File: config.mk
export PLATFORM = sky130hd
export DESIGN_NAME = stack_core
export DESIGN_NICKNAME = d
export VERILOG_FILES = /design/src/hw/stack_core_pkg.sv /design/src/hw/lifo_stack.sv /design/src/hw/instr_fetch.sv /design/src/hw/instr_decode.sv /design/src/hw/execute_stage.sv /design/src/hw/result_port.sv /design/src/hw/stack_core.sv
export VERILOG_INCLUDE_DIRS = /design/src /design/src/include
export SDC_FILE = /design/constraint.sdc
export NUM_CORES = 1
export LEC_CHECK = 0
export BUFFER_PORTS_ARGS = -buffer_cell sky130_fd_sc_hd__buf_2
export CORE_UTILIZATION = 50
export CTS_CLUSTER_SIZE = 10
export DETAILED_ROUTE_END_ITERATION = 10
export PLACE_DENSITY = 0.68
export SLEW_MARGIN = 30
export SYNTH_ARGS = -nofsm -noshare
export SYNTH_HDL_FRONTEND = slang
export SYNTH_SLANG_ARGS = --single-unit
File: constraint.sdc
create_clock -name clk -period 10.14 [get_ports clk]
set_clock_uncertainty 0.2 [all_clocks]
set_input_delay 1.014 -clock clk [delete_from_list [all_inputs] [get_ports clk]]
set_output_delay 1.014 -clock clk [all_outputs]
set_load 0.03 [all_outputs]
File: src/include/stack_core_defines.svh
// --------------------------------------------------
// Stack core widths, depths and opcode values
// Shared by the RTL and the program assembler
// --------------------------------------------------
`ifndef STACK_CORE_DEFINES_SVH
`define STACK_CORE_DEFINES_SVH

// Datapath and memory widths
`define DATA_W     32
`define OPCODE_W   7
`define OPERAND_W  9
`define IADDR_W    9
`define DADDR_W    9
`define IO_IN_W    2
`define IO_OUT_W   2

// Stack depths
`define CALL_DEPTH 8
`define DATA_DEPTH 10

// --------------------------------------------------
// Opcodes
// --------------------------------------------------
`define OP_NOP     7'd0
`define OP_LOD     7'd1
`define OP_PLD     7'd2
`define OP_SET     7'd3
`define OP_PSH     7'd4
`define OP_POP     7'd5
`define OP_ADD     7'd6
`define OP_S_ADD   7'd7
`define OP_AND     7'd8
`define OP_S_AND   7'd9
`define OP_ORR     7'd10
`define OP_S_ORR   7'd11
`define OP_XOR     7'd12
`define OP_S_XOR   7'd13
`define OP_INN     7'd14
`define OP_OUT     7'd15
`define OP_JMP     7'd16
`define OP_JIZ     7'd17
`define OP_CAL     7'd18
`define OP_RET     7'd19

`endif

File: src/hw/stack_core_pkg.sv
// --------------------------------------------------
// Stack core types
// Instruction word, ALU selection and per-instruction
// control bundle
// --------------------------------------------------
`include "stack_core_defines.svh"

package stack_core_pkg;

	// Instruction word as delivered by the program ROM
	typedef struct packed {
		logic [`OPCODE_W-1:0]  opcode;
		logic [`OPERAND_W-1:0] operand;
	} instr_t;

	// ALU selections, second operand is b
	typedef enum logic [2:0] {
		pass_b,
		pass_a,
		add,
		and_op,
		orr_op,
		xor_op
	} alu_op_e;

	// --------------------------------------------------
	// Controls produced by decode for one instruction
	// --------------------------------------------------
	typedef struct packed {
		alu_op_e alu_op;
		// Second operand from the data stack
		logic    src_stack;
		// Second operand from the input port
		logic    src_io;
		logic    push;
		logic    pop;
		logic    mem_wr;
		logic    out_en;
		logic    req_in;
	} ctrl_t;

	// Idle control, keeps the accumulator as it is
	localparam ctrl_t ctrl_nop = '{
		alu_op:    pass_a,
		src_stack: 1'b0,
		src_io:    1'b0,
		push:      1'b0,
		pop:       1'b0,
		mem_wr:    1'b0,
		out_en:    1'b0,
		req_in:    1'b0
	};

endpackage

File: src/hw/lifo_stack.sv
// --------------------------------------------------
// LIFO stack
// Push writes at the pointer, pop steps it back, top
// always shows the last pushed entry
// --------------------------------------------------
module lifo_stack #(
	parameter int width = 32,
	parameter int depth = 8
) (
	input  logic             clk,
	input  logic             rst,
	input  logic             push,
	input  logic             pop,
	input  logic [width-1:0] din,
	output logic [width-1:0] top
);

	localparam int ptr_w = (depth > 1) ? $clog2(depth) : 1;

	logic [width-1:0] mem [depth];
	logic [ptr_w-1:0] ptr;
	logic [ptr_w-1:0] ptr_dec;

	// Pointer names the next free slot
	assign ptr_dec = ptr - ptr_w'(1);

	always_ff @(posedge clk or posedge rst) begin
		if (rst)
			ptr <= '0;
		else if (push)
			ptr <= ptr + ptr_w'(1);
		else if (pop)
			ptr <= ptr_dec;
	end

	always_ff @(posedge clk) begin
		if (push)
			mem[ptr] <= din;
	end

	assign top = mem[ptr_dec];

endmodule

File: src/hw/instr_fetch.sv
// --------------------------------------------------
// Instruction fetch
// Program counter, jump/call/return selection and
// the return-address stack
// --------------------------------------------------
`include "stack_core_defines.svh"

module instr_fetch (
	input  logic                   clk,
	input  logic                   rst,
	input  stack_core_pkg::instr_t instr,
	input  logic                   acc_lsb,
	output logic [`IADDR_W-1:0]    instr_addr
);

	logic [`IADDR_W-1:0] pc;
	logic [`IADDR_W-1:0] ret_addr;
	logic [`IADDR_W-1:0] target;
	logic                is_jmp;
	logic                is_jiz;
	logic                is_cal;
	logic                is_ret;
	logic                load;

	// --------------------------------------------------
	// Branch decision on the word in decode
	// --------------------------------------------------
	assign is_jmp = (instr.opcode == `OP_JMP);
	// JIZ looks at the running value, so no stall is needed
	assign is_jiz = (instr.opcode == `OP_JIZ) && !acc_lsb;
	assign is_cal = (instr.opcode == `OP_CAL) && !rst;
	assign is_ret = (instr.opcode == `OP_RET) && !rst;

	assign load = !rst && (is_jmp || is_jiz || is_cal || is_ret);

	assign target = is_ret ? ret_addr : instr.operand[`IADDR_W-1:0];

	// Redirect in the same cycle, no delay slot
	assign instr_addr = load ? target : pc;

	// --------------------------------------------------
	// Program counter
	// --------------------------------------------------
	// Word 0 is presented in the first two cycles after
	// reset, so programs begin with a NOP
	always_ff @(posedge clk or posedge rst) begin
		if (rst)
			pc <= '0;
		else
			pc <= instr_addr + `IADDR_W'(1);
	end

	// --------------------------------------------------
	// Return addresses
	// --------------------------------------------------
	// pc already points one past the CAL word
	lifo_stack #(
		.width (`IADDR_W),
		.depth (`CALL_DEPTH)
	) u_ret_stack (
		.clk  (clk),
		.rst  (rst),
		.push (is_cal),
		.pop  (is_ret),
		.din  (pc),
		.top  (ret_addr)
	);

endmodule

File: src/hw/instr_decode.sv
// --------------------------------------------------
// Instruction decode
// Maps the opcode in decode to the data controls of
// the current cycle
// --------------------------------------------------
`include "stack_core_defines.svh"

module instr_decode (
	input  logic                   rst,
	input  stack_core_pkg::instr_t instr,
	output stack_core_pkg::ctrl_t  ctrl
);

	always_comb begin
		ctrl = stack_core_pkg::ctrl_nop;
		case (instr.opcode)
			// Memory access
			`OP_LOD: ctrl.alu_op = stack_core_pkg::pass_b;
			`OP_PLD: begin
				ctrl.alu_op = stack_core_pkg::pass_b;
				ctrl.push   = 1'b1;
			end
			`OP_SET: ctrl.mem_wr = 1'b1;

			// Data stack
			`OP_PSH: ctrl.push = 1'b1;
			`OP_POP: begin
				ctrl.alu_op    = stack_core_pkg::pass_b;
				ctrl.src_stack = 1'b1;
				ctrl.pop       = 1'b1;
			end

			// Two-operand ALU, memory or stack form
			`OP_ADD: ctrl.alu_op = stack_core_pkg::add;
			`OP_S_ADD: begin
				ctrl.alu_op    = stack_core_pkg::add;
				ctrl.src_stack = 1'b1;
				ctrl.pop       = 1'b1;
			end
			`OP_AND: ctrl.alu_op = stack_core_pkg::and_op;
			`OP_S_AND: begin
				ctrl.alu_op    = stack_core_pkg::and_op;
				ctrl.src_stack = 1'b1;
				ctrl.pop       = 1'b1;
			end
			`OP_ORR: ctrl.alu_op = stack_core_pkg::orr_op;
			`OP_S_ORR: begin
				ctrl.alu_op    = stack_core_pkg::orr_op;
				ctrl.src_stack = 1'b1;
				ctrl.pop       = 1'b1;
			end
			`OP_XOR: ctrl.alu_op = stack_core_pkg::xor_op;
			`OP_S_XOR: begin
				ctrl.alu_op    = stack_core_pkg::xor_op;
				ctrl.src_stack = 1'b1;
				ctrl.pop       = 1'b1;
			end

			// Ports
			`OP_INN: begin
				ctrl.alu_op = stack_core_pkg::pass_b;
				ctrl.src_io = 1'b1;
				ctrl.req_in = 1'b1;
			end
			`OP_OUT: ctrl.out_en = 1'b1;

			// Jumps are handled in fetch
			`OP_NOP, `OP_JMP, `OP_JIZ, `OP_CAL, `OP_RET:
				ctrl = stack_core_pkg::ctrl_nop;
			default:
				ctrl = stack_core_pkg::ctrl_nop;
		endcase

		if (rst)
			ctrl = stack_core_pkg::ctrl_nop;
	end

endmodule

File: src/hw/execute_stage.sv
// --------------------------------------------------
// Execute stage
// Data stack, operand registers, ALU and accumulator
// --------------------------------------------------
`include "stack_core_defines.svh"

module execute_stage (
	input  logic                  clk,
	input  logic                  rst,
	input  stack_core_pkg::ctrl_t ctrl,
	input  logic [`DATA_W-1:0]    mem_data_rd,
	input  logic [`DATA_W-1:0]    io_in,
	output logic [`DATA_W-1:0]    result,
	output logic                  acc_lsb
);

	stack_core_pkg::ctrl_t ctrl_q;
	logic [`DATA_W-1:0]    stack_top;
	logic [`DATA_W-1:0]    top_q;
	logic [`DATA_W-1:0]    io_q;
	logic [`DATA_W-1:0]    acc;
	logic [`DATA_W-1:0]    operand_b;
	logic [`DATA_W-1:0]    alu_out;

	// --------------------------------------------------
	// Data stack, driven by decode in cycle n
	// --------------------------------------------------
	// Push stores the running value of the instruction ahead
	lifo_stack #(
		.width (`DATA_W),
		.depth (`DATA_DEPTH)
	) u_data_stack (
		.clk  (clk),
		.rst  (rst),
		.push (ctrl.push),
		.pop  (ctrl.pop),
		.din  (result),
		.top  (stack_top)
	);

	// Decode to execute boundary
	always_ff @(posedge clk or posedge rst) begin
		if (rst)
			ctrl_q <= stack_core_pkg::ctrl_nop;
		else
			ctrl_q <= ctrl;
	end

	always_ff @(posedge clk) begin
		top_q <= stack_top;
		io_q  <= io_in;
	end

	// --------------------------------------------------
	// ALU
	// --------------------------------------------------
	// Memory data arrives one cycle after the read address
	assign operand_b = ctrl_q.src_io    ? io_q :
	                   ctrl_q.src_stack ? top_q : mem_data_rd;

	always_comb begin
		case (ctrl_q.alu_op)
			stack_core_pkg::pass_a: alu_out = acc;
			stack_core_pkg::add:    alu_out = acc + operand_b;
			stack_core_pkg::and_op: alu_out = acc & operand_b;
			stack_core_pkg::orr_op: alu_out = acc | operand_b;
			stack_core_pkg::xor_op: alu_out = acc ^ operand_b;
			default:                alu_out = operand_b;
		endcase
	end

	// Accumulator
	always_ff @(posedge clk or posedge rst) begin
		if (rst)
			acc <= '0;
		else
			acc <= alu_out;
	end

	assign result  = alu_out;
	assign acc_lsb = alu_out[0];

endmodule

File: src/hw/result_port.sv
// --------------------------------------------------
// Result port
// Memory write strobe, input request and the
// registered output strobe
// --------------------------------------------------
`include "stack_core_defines.svh"

module result_port (
	input  logic                  clk,
	input  logic                  rst,
	input  stack_core_pkg::ctrl_t ctrl,
	input  logic [`OPERAND_W-1:0] port,
	output logic                  out_en,
	output logic [`IO_OUT_W-1:0]  addr_out,
	output logic [`IO_IN_W-1:0]   addr_in,
	output logic                  req_in,
	output logic                  mem_wr
);

	// Write and input request belong to the decode cycle
	assign mem_wr  = ctrl.mem_wr;
	assign req_in  = ctrl.req_in;
	assign addr_in = port[`IO_IN_W-1:0];

	// --------------------------------------------------
	// Output strobe, aligned with the executed value
	// --------------------------------------------------
	always_ff @(posedge clk or posedge rst) begin
		if (rst)
			out_en <= 1'b0;
		else
			out_en <= ctrl.out_en;
	end

	always_ff @(posedge clk) begin
		addr_out <= port[`IO_OUT_W-1:0];
	end

endmodule

File: src/hw/stack_core.sv
// --------------------------------------------------
// Stack core top level
// Accumulator machine with data and return stacks
// --------------------------------------------------
`include "stack_core_defines.svh"

module stack_core (
	input  logic                   clk,
	input  logic                   rst,
	input  stack_core_pkg::instr_t instr,
	output logic [`IADDR_W-1:0]    instr_addr,
	output logic                   mem_wr,
	output logic [`DADDR_W-1:0]    mem_addr_rd,
	output logic [`DADDR_W-1:0]    mem_addr_wr,
	input  logic [`DATA_W-1:0]     mem_data_rd,
	output logic [`DATA_W-1:0]     mem_data_wr,
	input  logic [`DATA_W-1:0]     io_in,
	output logic [`IO_IN_W-1:0]    addr_in,
	output logic [`IO_OUT_W-1:0]   addr_out,
	output logic                   req_in,
	output logic                   out_en
);

	stack_core_pkg::ctrl_t ctrl;
	logic [`DATA_W-1:0]    result;
	logic                  acc_lsb;

	// --------------------------------------------------
	// Fetch and decode
	// --------------------------------------------------
	instr_fetch u_instr_fetch (
		.clk        (clk),
		.rst        (rst),
		.instr      (instr),
		.acc_lsb    (acc_lsb),
		.instr_addr (instr_addr)
	);

	instr_decode u_instr_decode (
		.rst   (rst),
		.instr (instr),
		.ctrl  (ctrl)
	);

	// --------------------------------------------------
	// Execute and results
	// --------------------------------------------------
	execute_stage u_execute_stage (
		.clk         (clk),
		.rst         (rst),
		.ctrl        (ctrl),
		.mem_data_rd (mem_data_rd),
		.io_in       (io_in),
		.result      (result),
		.acc_lsb     (acc_lsb)
	);

	result_port u_result_port (
		.clk      (clk),
		.rst      (rst),
		.ctrl     (ctrl),
		.port     (instr.operand),
		.out_en   (out_en),
		.addr_out (addr_out),
		.addr_in  (addr_in),
		.req_in   (req_in),
		.mem_wr   (mem_wr)
	);

	// Operand addresses both memory ports
	assign mem_addr_rd = instr.operand[`DADDR_W-1:0];
	assign mem_addr_wr = instr.operand[`DADDR_W-1:0];
	// SET and OUT both take the running value
	assign mem_data_wr = result;

endmodule

Yosys cells after proc, flatten, opt, wreduce, memory -nomap -nowiden

Memory sizes are Yosys's and may differ from the RTL's. A register that Yosys moved wholly into a read port is not among the register bits.
Cells that the tools add are included.

Bits in registers: 88
Memory bits (writable): 392
Input port bits: 82
Output and inout port bits: 66
Logic and storage cells: 83
Memories kept: 2

Memories:

| memory                           | words | width | read ports | clocked after Yosys merged registers in | write ports | line             | text |
|---|---|---|---|---|---|---|---|
| u_execute_stage.u_data_stack.mem | 10    | 32    | 1          | 1                                       | 1           | lifo_stack.sv:20 | `logic [width-1:0] mem [depth];` |
| u_instr_fetch.u_ret_stack.mem    | 8     | 9     | 1          | 0                                       | 1           | lifo_stack.sv:20 |  |

$add $sub $neg: 6
Eq/ne operators: 24
Multiplexer cells: 20
Bitwise logic cells: 3
Reductions and logical operators: 18

Operators with widths:

| cell                                                                  | number |
|---|---|
| 32-bit one-hot mux with 5 select lines                                | 1 |
| 32-bit two-way mux                                                    | 2 |
| 7-bit by 4-bit equality test with 1-bit output, second input constant | 8 |
| 32-bit adder                                                          | 1 |
| 32-bit AND                                                            | 1 |
| 32-bit OR                                                             | 1 |
| 32-bit XOR                                                            | 1 |
| 7-bit by 3-bit equality test with 1-bit output, second input constant | 4 |
| 7-bit by 5-bit equality test with 1-bit output, second input constant | 4 |
| 9-bit two-way mux                                                     | 2 |
| 3-bit one-hot mux with 5 select lines                                 | 1 |
| 7-bit by 2-bit equality test with 1-bit output, second input constant | 2 |
| 10-bit two-way mux                                                    | 1 |
| 2-bit OR reduction                                                    | 5 |
| 9-bit by 1-bit adder with 9-bit output, second input constant         | 1 |
| 1-bit two-way mux                                                     | 9 |
| 4-bit two-way mux                                                     | 2 |
| 7-bit by 1-bit equality test with 1-bit output, second input constant | 1 |
| 3-bit by 2-bit equality test with 1-bit output, second input constant | 2 |
| 3-bit equality test, second input constant                            | 2 |
| 3-bit two-way mux                                                     | 2 |
| 5-bit OR reduction                                                    | 1 |
| 4-bit by 1-bit adder with 4-bit output, second input constant         | 1 |
| 1-bit logical AND                                                     | 4 |
| other kinds (8)                                                       | 12 |

Logic depth before layout (Yosys ltp)

Gate-level depths: netlist (run 1).

Depth in word-level cells: 12
Gate-level depth with buffers: 16
Depth with buffers taken out: 13

Hierarchy

Synthesis (run 1) repeated with hierarchy kept, for this count alone.

Cell total of the unflattened synthesis: 1789
Area total of the unflattened synthesis: 23951.7 µm²

Modules (own cells, without submodules):

| module                                     | instances | cells each | area each (µm²) | seq. area each (µm²) |
|---|---|---|---|---|
| lifo_stack at u_execute_stage.u_data_stack | 1         | 697        | 12952.4         | 9709.3 |
| execute_stage                              | 1         | 829        | 6892.9          | 2208.4 |
| lifo_stack at u_instr_fetch.u_ret_stack    | 1         | 136        | 2965.3          | 2237.1 |
| instr_fetch                                | 1         | 78         | 742.0           | 225.2 |
| instr_decode                               | 1         | 23         | 165.2           | 0.0 |
| stack_core                                 | 1         | 18         | 135.1           | 0.0 |
| result_port                                | 1         | 8          | 98.8            | 65.1 |

Worst setup path before layout (run 1)

OpenSTA, ideal clock, no wires.

Path type: input to output
From: input mem_data_rd[0]
To: output mem_data_wr[12]
Arrival: 4603 ps
Setup slack: 4323 ps
Stages on the path: 13
Buffers on the path: 0
Cells stage by stage: mux2_4 -> mux2i_4 -> inv_1 -> ha_1 -> fa_1 -> a211oi_1 -> o21bai_1 -> o21a_1 -> o21a_1 -> o21a_1 -> o21ai_0 -> a31oi_1 -> a221oi_1

Word-level cells in the longest chain between the ends: 4

Ends and longest elaborated chain:

| item                                   | line                | text |
|---|---|---|
| start: declaration                     | stack_core.sv:15    | `` input logic [`DATA_W-1:0] mem_data_rd, `` |
| 32-bit two-way mux                     | execute_stage.sv:59 | `ctrl_q.src_stack ? top_q : mem_data_rd;` |
| 32-bit two-way mux                     | execute_stage.sv:58 | `assign operand_b = ctrl_q.src_io ? io_q :` |
| 32-bit adder                           | execute_stage.sv:64 | `stack_core_pkg::add: alu_out = acc + operand_b;` |
| 32-bit one-hot mux with 5 select lines | execute_stage.sv:62 | `case (ctrl_q.alu_op)` |
| end: declaration                       | stack_core.sv:16    | `` output logic [`DATA_W-1:0] mem_data_wr, `` |

Every way passes these cells.

Worst setup path in the final report (run 1)

From: register u_execute_stage.ctrl_q[6] (netlist bit)
To: output mem_data_wr[18]

Word-level cells in the longest chain between the ends: 4

Ends and longest elaborated chain:

| item                                     | line                | text |
|---|---|---|
| start: declaration                       | execute_stage.sv:17 | `stack_core_pkg::ctrl_t ctrl_q;` |
| start signal: assignment                 | execute_stage.sv:44 | `ctrl_q <= stack_core_pkg::ctrl_nop;` |
| start signal: assignment                 | execute_stage.sv:46 | `ctrl_q <= ctrl;` |
| 32-bit two-way mux *                     | execute_stage.sv:59 |  |
| 32-bit two-way mux *                     | execute_stage.sv:58 |  |
| 32-bit adder (tied with other cells)     | execute_stage.sv:64 |  |
| 32-bit one-hot mux with 5 select lines * | execute_stage.sv:62 |  |

Every way passes the cells marked *; elsewhere a longest branch is shown, timed or not.

==> impl_summary.md, run 1 <==
STA
In the finished design, the share of the clock period the worst path needs comes to 0.643. The upper clock frequency limit is 153 MHz. At the pin with the least slew margin, the transition time is 0.964 ns. The final-report max-slew violation count came to 0.

Setup repair after global routing left no endpoint under its margin. Headroom to the max-slew limit came out at 0.357. The post-route setup TNS is 0 ns.

The final worst slack is 3.62 ns. The post-route minimum period is 6.52 ns. The hold violation total from the final report is 0. The final count of negative-setup-slack endpoints is 0.

Worst setup path
The startpoint of the lowest-slack register-to-register path is u_execute_stage.ctrl_q[6]$_DFF_PP0_. Together, buffers and inverters on the worst path number 3. The maximum fanout along the worst path is 32. The startpoint class of the critical path is a flip-flop.

The cell count of the worst reg-to-reg path is 14. The endpoint identified for the worst register-to-register timing path is u_execute_stage.u_data_stack.mem[5][18]$_DFFE_PP_. The most frequent cell on the critical path is a21oi_1. For the worst setup path, the data required time is 8.93 ns. The delay of the slowest critical-path stage is 0.68 ns.

By startpoint and endpoint, the worst setup path is classified as flip-flop to primary output. The slowest stage of the critical path is the a21oi_1 cell. The worst endpoint data arrival time is 5.31 ns.

The worst setup path is captured at a primary output. The register-to-register setup slack is 5.25 ns. The signal on the critical path passes through buf_4 > mux2_4 > mux2i_4 > inv_1 > ha_1 > fa_1 > a211oi_1 > o21bai_1 > o21a_1 > nor2_1 > o21ai_0 > xor2_1 > a21oi_1 > a21oi_1 > buf_2. The category of cells accounting for the largest share of critical-path delay is compound AO/OA/AOI/OAI gates.

Synthesis
The most frequently used flop master after synthesis is edfxtp_1. The cell count after synthesis came out at 1699. The async set-or-reset flop fraction in the synthesized netlist is 0.105. Yosys attributes the largest share of cell area to edfxtp_1 (50%), mux4_2 (7.9%), dfrtp_1 (5.7%), dfxtp_1 (5.7%), ha_1 (4.0%).

The post-synthesis cell area is 0.0234 sq mm. The largest total area in the synthesized netlist belongs to edfxtp_1. The synthesized design contains 392 enable-type register cells. In this run, distinct cell masters in the synthesized netlist total 77.

After synthesis the netlist holds a flip-flop and latch count of 512. The net count of the mapped netlist is 1857. Averaged over all synthesized cells, the footprint is 13.7 sq um. The number of warnings issued by yosys is 0. Of the post-synthesis cell area, the dominant cell type holds 0.504. The share of the Yosys chip area taken by registers is 0.618.

Cells and area
The layout overhead on the synthesized area is 12.9%. The fraction of final layout cells sized beyond drive strength 1 is 0.202. The diode insertion count for antenna repair is 0. The number of nets in the finished design is 1986.

Min path
The path with the worst hold slack has its endpoint at u_execute_stage.io_q[4]$_DFF_P_. The number of instances on the worst hold path is 1. The worst hold path begins at io_in[4]. The worst min-delay path class is primary input to flip-flop.

Clock network
The deepest clock path buffer count is 3. The clock-pin transition on the worst setup and hold timing paths is 0.05 ns. The number of resized instances in the post-cts repair step is 0. Clock tree synthesis inserted a total of 58 buffers.

The root buffer selected by CTS is clkbuf_16. The quantity of hold-fixing buffers added after cts is 0. At the later pin of the worst-skew pair, clock insertion delay measures 0.62 ns. The setup fix buffers added after clock tree synthesis is 0. The H-tree depth is 2. Clock tree synthesis found a total of 512 sinks. TritonCTS built the clock tree.

Power
The worst-case IR drop observed on VDD is 211 uV. The total power density per cell area is 267 mW/mm^2. Summed over all cells, the static leakage comes to 0.00962 uW.

Global routing
Across every metal layer, demand over resource in global routing totals 0.239. The number of global-route vias before repair was 14690. The maximum number of pins on one net before global-route repair is 65. The first-pass GRT wire length is 85300 um. The total overflow left after global routing is 0. The number of antenna violations at the first check in global routing is 0.

Route
Detailed routing inserted a total of 14845 vias. The antenna violation net count after detailed routing is 0. The average routed wire per standard cell is 22.6 um.

The number of DRC markers after the initial detailed-route iteration is 1543. The post-detailed-route via-to-cell ratio is 5.99. The count of TritonRoute iterations in the first routing pass is 6.

In the routed design, unresolved DRC markers number 0. After detailed routing, the total wire length is 56100 um.

Floorplan
The die boundary height is 218 um. The region available for standard cell placement spans 0.0458 sq mm. The number of ports placed on the die boundary is 148. The initial core utilization is 0.510. The floorplan step defined a die boundary enclosing 0.0476 sq mm. The horizontal die dimension is 218 um. The number of placement rows is 78.

Flow run
The max-cap check violation count is 0.

Place
The count of buffers from port buffering is 147. The placer's final routability congestion estimate is 0.944. The post-placement setup slack is 4.10 ns.

The detailed placer's ending HPWL is 35200 um.

Run status
The flow ran to the end, and the final reports show no timing, DRC or antenna violations.
==> registers in the layout, summed over array words and instances (netlist names), 2 cells and up <==
register / cells
u_instr_fetch.u_ret_stack.ptr: 3
u_execute_stage.acc: 32
u_execute_stage.u_data_stack.mem: 320
u_execute_stage.u_data_stack.ptr: 4
u_instr_fetch.pc: 9
u_instr_fetch.u_ret_stack.mem: 72
u_execute_stage.io_q: 32
u_execute_stage.ctrl_q: 5
u_execute_stage.top_q: 32
u_result_port.addr_out: 2
==> synthesized netlist by cell type (3+ instances only) <==
library cell / count
a211oi_1: 44
a21o_1: 14
a21oi_1: 141
a221oi_1: 10
a22oi_1: 25
a31oi_1: 7
and2_1: 12
and3_1: 3
buf_1: 13
buf_2: 15
buf_4: 23
buf_6: 3
clkbuf_1: 62
dfrtp_1: 53
dfxtp_1: 66
edfxtp_1: 392
ha_1: 75
inv_1: 85
mux2i_1: 87
mux4_2: 82
nand2_1: 104
nand3_1: 18
nand4_1: 6
nor2_1: 88
nor2b_1: 38
nor3_1: 11
nor3b_1: 5
o2111ai_1: 3
o211ai_1: 5
o21a_1: 14
o21ai_0: 64
o21bai_1: 6
o221ai_1: 7
o22a_1: 3
o22ai_1: 21
o2bb2ai_1: 3
o31a_1: 3
or3_1: 8
xnor2_1: 19
xor2_1: 13
==> cell type report <==
cell class	instances	area (sq um)
tap	600	751
clock inverter	5	47.5
inverter	86	323
multi-input combinational	984	8110
sequential	512	14500
fill	3618	19400
clock buffer	105	1670
timing repair buffer	186	1020
==> routing by layer <==
layer,track usage,vias up,part of all wire
met5,0,-,0
met4,0.0737,0,0.021
met3,0.0420,87,0.075
met2,0.371,604,0.46
met1,0.343,7448,0.44
li1,-,6706,-
==> cells in the final DEF (no fill, tap or decap), drive strengths merged, types with 14 or more instances in the layout <==
cell type	netlist	layout
a211oi	44	44
a21o	14	14
a21oi	142	142
a22oi	25	25
buf	54	185
clkbuf	63	106
dfrtp	53	53
dfxtp	66	66
edfxtp	392	392
ha	75	75
inv	86	87
mux2i	89	89
mux4	82	82
nand2	105	105
nand3	18	18
nor2	88	88
nor2b	38	38
o21a	14	14
o21ai	65	65
o22ai	21	21
xnor2	19	19
==> power breakdown <==
part	internal, uW	total [uW]	switching, uW
Combinational	987	2420	1430
Sequential	2570	2720	144
Clock	1100	1910	805
==> cell families after synthesis <==
logic type	share of synthesized area
DFF	0.618
AOI/OAI and AO/OA	0.106
and+or+nand+nor	0.0651
buffers and inverters	0.0381
muxes	0.119
adders and majority gates	0.0410
xor gates and xnor gates	0.0120
==> through the flow <==
stage	instance area, sq um	total power (uW)	util	hold slack (ns)	cells
final	26400	7050	0.576	0.295	2478
after global routing	26400	7410	0.576	0.284	2478
after CTS	26300	7080	0.576	0.268	2475
after detailed placement	24600	5170	0.538	0.300	2365
after global placement	24600	5100	0.538	0.300	2365
after floorplan	23400	4510	-	0.286	1699
==> how the worst max path moves through the flow <==
stage          depth (start not counted)              end                                 from
3_3_place_gp                          15  mem_data_wr[18]                       mem_data_rd[0]
2_1_floorplan                         13  mem_data_wr[12]                       mem_data_rd[0]
5_1_grt                               15  mem_data_wr[18]  u_execute_stage.ctrl_q[6]$_DFF_PP0_
4_1_cts                               14  mem_data_wr[16]  u_execute_stage.ctrl_q[6]$_DFF_PP0_
3_5_place_dp                          14  mem_data_wr[16]                       mem_data_rd[0]
6_report                              15  mem_data_wr[18]  u_execute_stage.ctrl_q[6]$_DFF_PP0_
Power figures use the tool's default switching activity.
==> run 2: changes to the inputs <==
--- a/config.mk
+++ b/config.mk
@@ -10,7 +10,7 @@
 export CORE_UTILIZATION = 50
 export CTS_CLUSTER_SIZE = 10
 export DETAILED_ROUTE_END_ITERATION = 10
-export PLACE_DENSITY = 0.68
+export PLACE_DENSITY = 0.7
 export SLEW_MARGIN = 30
 export SYNTH_ARGS = -nofsm -noshare
 export SYNTH_HDL_FRONTEND = slang
==> constraint.sdc (replaced) <==
create_clock -name clk -period 5.7 [get_ports clk]
set_clock_uncertainty 0.2 [all_clocks]
set_input_delay 0.57 -clock clk [delete_from_list [all_inputs] [get_ports clk]]
set_output_delay 0.57 -clock clk [all_outputs]
set_load 0.03 [all_outputs]
==> impl_summary.md, run 2 (same netlist as run 1, synthesis figures left out) <==
Cells and area
The largest register by flop count is u_execute_stage.u_data_stack.mem (unchanged). The multi-input logic area is 0.00814 sq mm (was 0.00811 sq mm). The count of non-filler cells in the finished layout is 2523 (was 2478). Commonest cells after routing, fill and taps aside: edfxtp_1 (392), buf_2 (148), a21oi_1 (138) (was edfxtp_1 (392), buf_2 (149), a21oi_1 (141)). The commonest non-fill, non-tap cell in the layout is edfxtp_1 (unchanged). The layout overhead on the synthesized area is 15.0% (was 12.9%). Registers with the highest flip-flop counts: u_execute_stage.u_data_stack.mem: 320 flops, u_instr_fetch.u_ret_stack.mem: 72 flops (unchanged). The number of nets in the finished design is 2032 (was 1986). The register cell area after layout is 0.0145 sq mm (about the same).

The diode insertion count for antenna repair is 0 (unchanged). The total of fill cells in the finished design came to 3532 (was 3618). The flip-flop count of the largest register after layout is 320 (unchanged).

The fraction of final layout cells sized beyond drive strength 1 is 0.205 (was 0.202).

STA
The final-report max-slew violation count is 0 (unchanged). In the finished design, the share of the clock period the worst path needs comes to 0.953. The hold violation total from the final report is 0 (unchanged). The worst slew margin relative to its limit was 0.352 (was 0.357). The measured slew at the worst slew-check pin is 0.969 ns (was 0.964 ns).

The routed design could run at a clock period as short as 5.43 ns. The final count of negative-setup-slack endpoints is 0 (unchanged). The post-route setup TNS was 0 ns (unchanged). The upper clock frequency limit is 184 MHz. Unrepaired setup endpoints after global routing: false (unchanged).

Worst setup path
The startpoint class of the critical path is a flip-flop (unchanged). The worst endpoint data arrival time is 4.66 ns (was 5.31 ns). The required time of the worst setup path is 4.93 ns (was 8.93 ns). The category of cells accounting for the largest share of critical-path delay was compound AO/OA/AOI/OAI gates (unchanged).

CP cell instances: mux2_4 > mux2i_4 > inv_1 > ha_1 > fa_1 > a211oi_1 > o21bai_1 > o21a_1 > o21ai_0 > a211oi_1 > o22ai_1 > xnor2_1 > o2bb2ai_2 > buf_2 (was buf_4 > mux2_4 > mux2i_4 > inv_1 > ha_1 > fa_1 > a211oi_1 > o21bai_1 > o21a_1 > nor2_1 > o21ai_0 > xor2_1 > a21oi_1 > a21oi_1 > buf_2). The cell count of the worst reg-to-reg path is 14 (unchanged). The category of the critical setup timing path is flip-flop to primary output (unchanged). The delay of the slowest critical-path stage came to 0.49 ns (was 0.68 ns). The critical path endpoint category is a primary output (unchanged). The buffering stage count on the worst path with inverters included is 2 (was 3).

The logic depth of the worst setup path including buffers is 14 (was 15). The maximum fanout along the worst path came to 12 (was 32). The cell at the slowest stage of the critical path is dfrtp_2 (was a21oi_1).

The most frequent cell on the critical path is a211oi_1 (was a21oi_1).

Clock network
The insertion delay of the later-clocked pin in the worst-skew pair is 0.62 ns (about the same). The TritonCTS clock tree is built (unchanged). The deepest clock path buffer count is 3 (unchanged). The number of sinks on the clock net is 512 (unchanged).

The H-tree depth is 2 (unchanged). The clock-pin transition on the worst setup and hold timing paths is 0.06 ns (was 0.05 ns). The root buffer selected by CTS is clkbuf_16 (unchanged). The clock buffer count from CTS is 58 (unchanged).

Route
The total number of vias came to 15143 (was 14845). The number of remaining DRC errors is 0 (unchanged). The number of DRC markers after the initial detailed-route iteration was 1304 (was 1543). The average routed wire per standard cell is 23.0 um (was 22.6 um). The total detailed-routing wirelength is 58100 um (was 56100 um).

The count of TritonRoute iterations in the first routing pass is 6 (unchanged). The post-detailed-route via-to-cell ratio is 6.00 (was 5.99). The antenna violation net count after detailed routing is 0 (unchanged).

Min path
The worst min-delay path class is primary input to async pin (was primary input to flip-flop).

Floorplan
The overall die area came to 0.0476 sq mm (unchanged). The number of placement rows is 78 (unchanged). The core box area is 0.0458 sq mm (unchanged). The horizontal die dimension is 218 um (unchanged).

The initial core utilization is 0.510 (unchanged). The die boundary height came to 218 um (unchanged). The number of ports placed on the die boundary is 148 (unchanged).

Place
The placer's final routability congestion estimate is 0.949 (was 0.944). The detailed placer's ending HPWL is 36500 um (was 35200 um). The post-placement cell count is 2375 (was 2365). The count of buffers from port buffering was 147 (unchanged).

Run status
Status: complete, no violations (unchanged).

Global routing
The maximum number of pins on one net before global-route repair was 68 (was 65). The global-route usage over all layers is 0.247 (was 0.239). The global route total overflow is 0 (unchanged). The first-pass GRT wire length was 88300 um (was 85300 um).

The number of antenna violations at the first check in global routing is 0 (unchanged). The number of global-route vias before repair is 15235 (was 14690).

Flow run
The max-cap check violation count is 0 (unchanged).

Power
The maximum VDD drop is 507 uV (was 211 uV). The total power density per cell area is 468 mW/mm^2 (was 267 mW/mm^2). The reported leakage power is 0.00984 uW (was 0.00962 uW).
run 2: cell count changes in the layout (fill, tap and decap cells not counted), sizes merged:
cell,change
bufinv,+1
buf,+12
dlygate4sd3,+34
clkbuf,-2
run 2: final cells by class:
class	count	share of cell area
clock buffers	103	0.0607
clock inverters	6	0.00298
inverters	86	0.0120
multi-input cells	984	0.303
flip-flops and latches	512	0.538
well taps	600	0.0279
repair buffers	232	0.0552
run 2: final timing paths:
kind                            slack [ns]                                                 to                                              start
worst max-delay path                  0.27                                    mem_data_wr[30]                u_execute_stage.ctrl_q[6]$_DFF_PP0_
worst min-delay path                  0.04                  u_execute_stage.acc[27]$_DFF_PP0_                                                rst
worst max register to register        1.31  u_execute_stage.u_data_stack.mem[0][28]$_DFFE_PP_                u_execute_stage.ctrl_q[6]$_DFF_PP0_
worst min register to register        0.32                  u_execute_stage.top_q[14]$_DFF_P_  u_execute_stage.u_data_stack.mem[8][14]$_DFFE_PP_
max in group asynchronous             4.65    u_execute_stage.u_data_stack.ptr[0]$_DFFE_PP0P_                                                rst
min in group clk                      0.08                u_execute_stage.ctrl_q[7]$_DFF_PP1_                                          instr[13]
run 2: where the power goes:
| group | total, uW | leakage (uW) | switching, uW | internal, uW |
|---|---|---|---|---|
| clock network | 3380 | 0.000814 | 1420 | 1970 |
| registers | 4870 | 0.00473 | 298 | 4580 |
| logic | 4310 | 0.00430 | 2530 | 1790 |
| total | 12600 | 0.00984 | 4240 | 8330 |
run 2: timing repair:
item / 4_1_cts / 5_1_grt
setup endpoints to repair: 0 / 6
buffers inserted: 0 / 3
hold buffers: 34 / 0
gates resized for setup: 0 / 4
hold endpoints to repair: 34 / 0
run 2: worst min-delay path: stages:
cell	delay, ns
buf_2	0.13
inv_2	0.04
buf_4	0.62
run 2: routing by layer:
layer  wire length [um]  vias up  global-route usage
met1              25200     7625               0.348
met4               1500        0              0.0837
met5                  0        -                   0
met2              27400      619               0.391
li1                   -     6793                   -
met3               3970      106              0.0398
run 2: through the flow:
step                area [sq um]  hold slack [ns]  setup WS (ns)   util  total power [uW]
detailed placement         24700            0.304          0.628  0.540              9210
global route               26900           0.0903        0.00725  0.587             13200
global placement           24700            0.295          0.621  0.540              9090
floorplan                  23400            0.286          0.381      -              8020
finish                     26900           0.0401          0.266  0.587             12600
CTS                        26800           0.0396         0.0122  0.585             12600
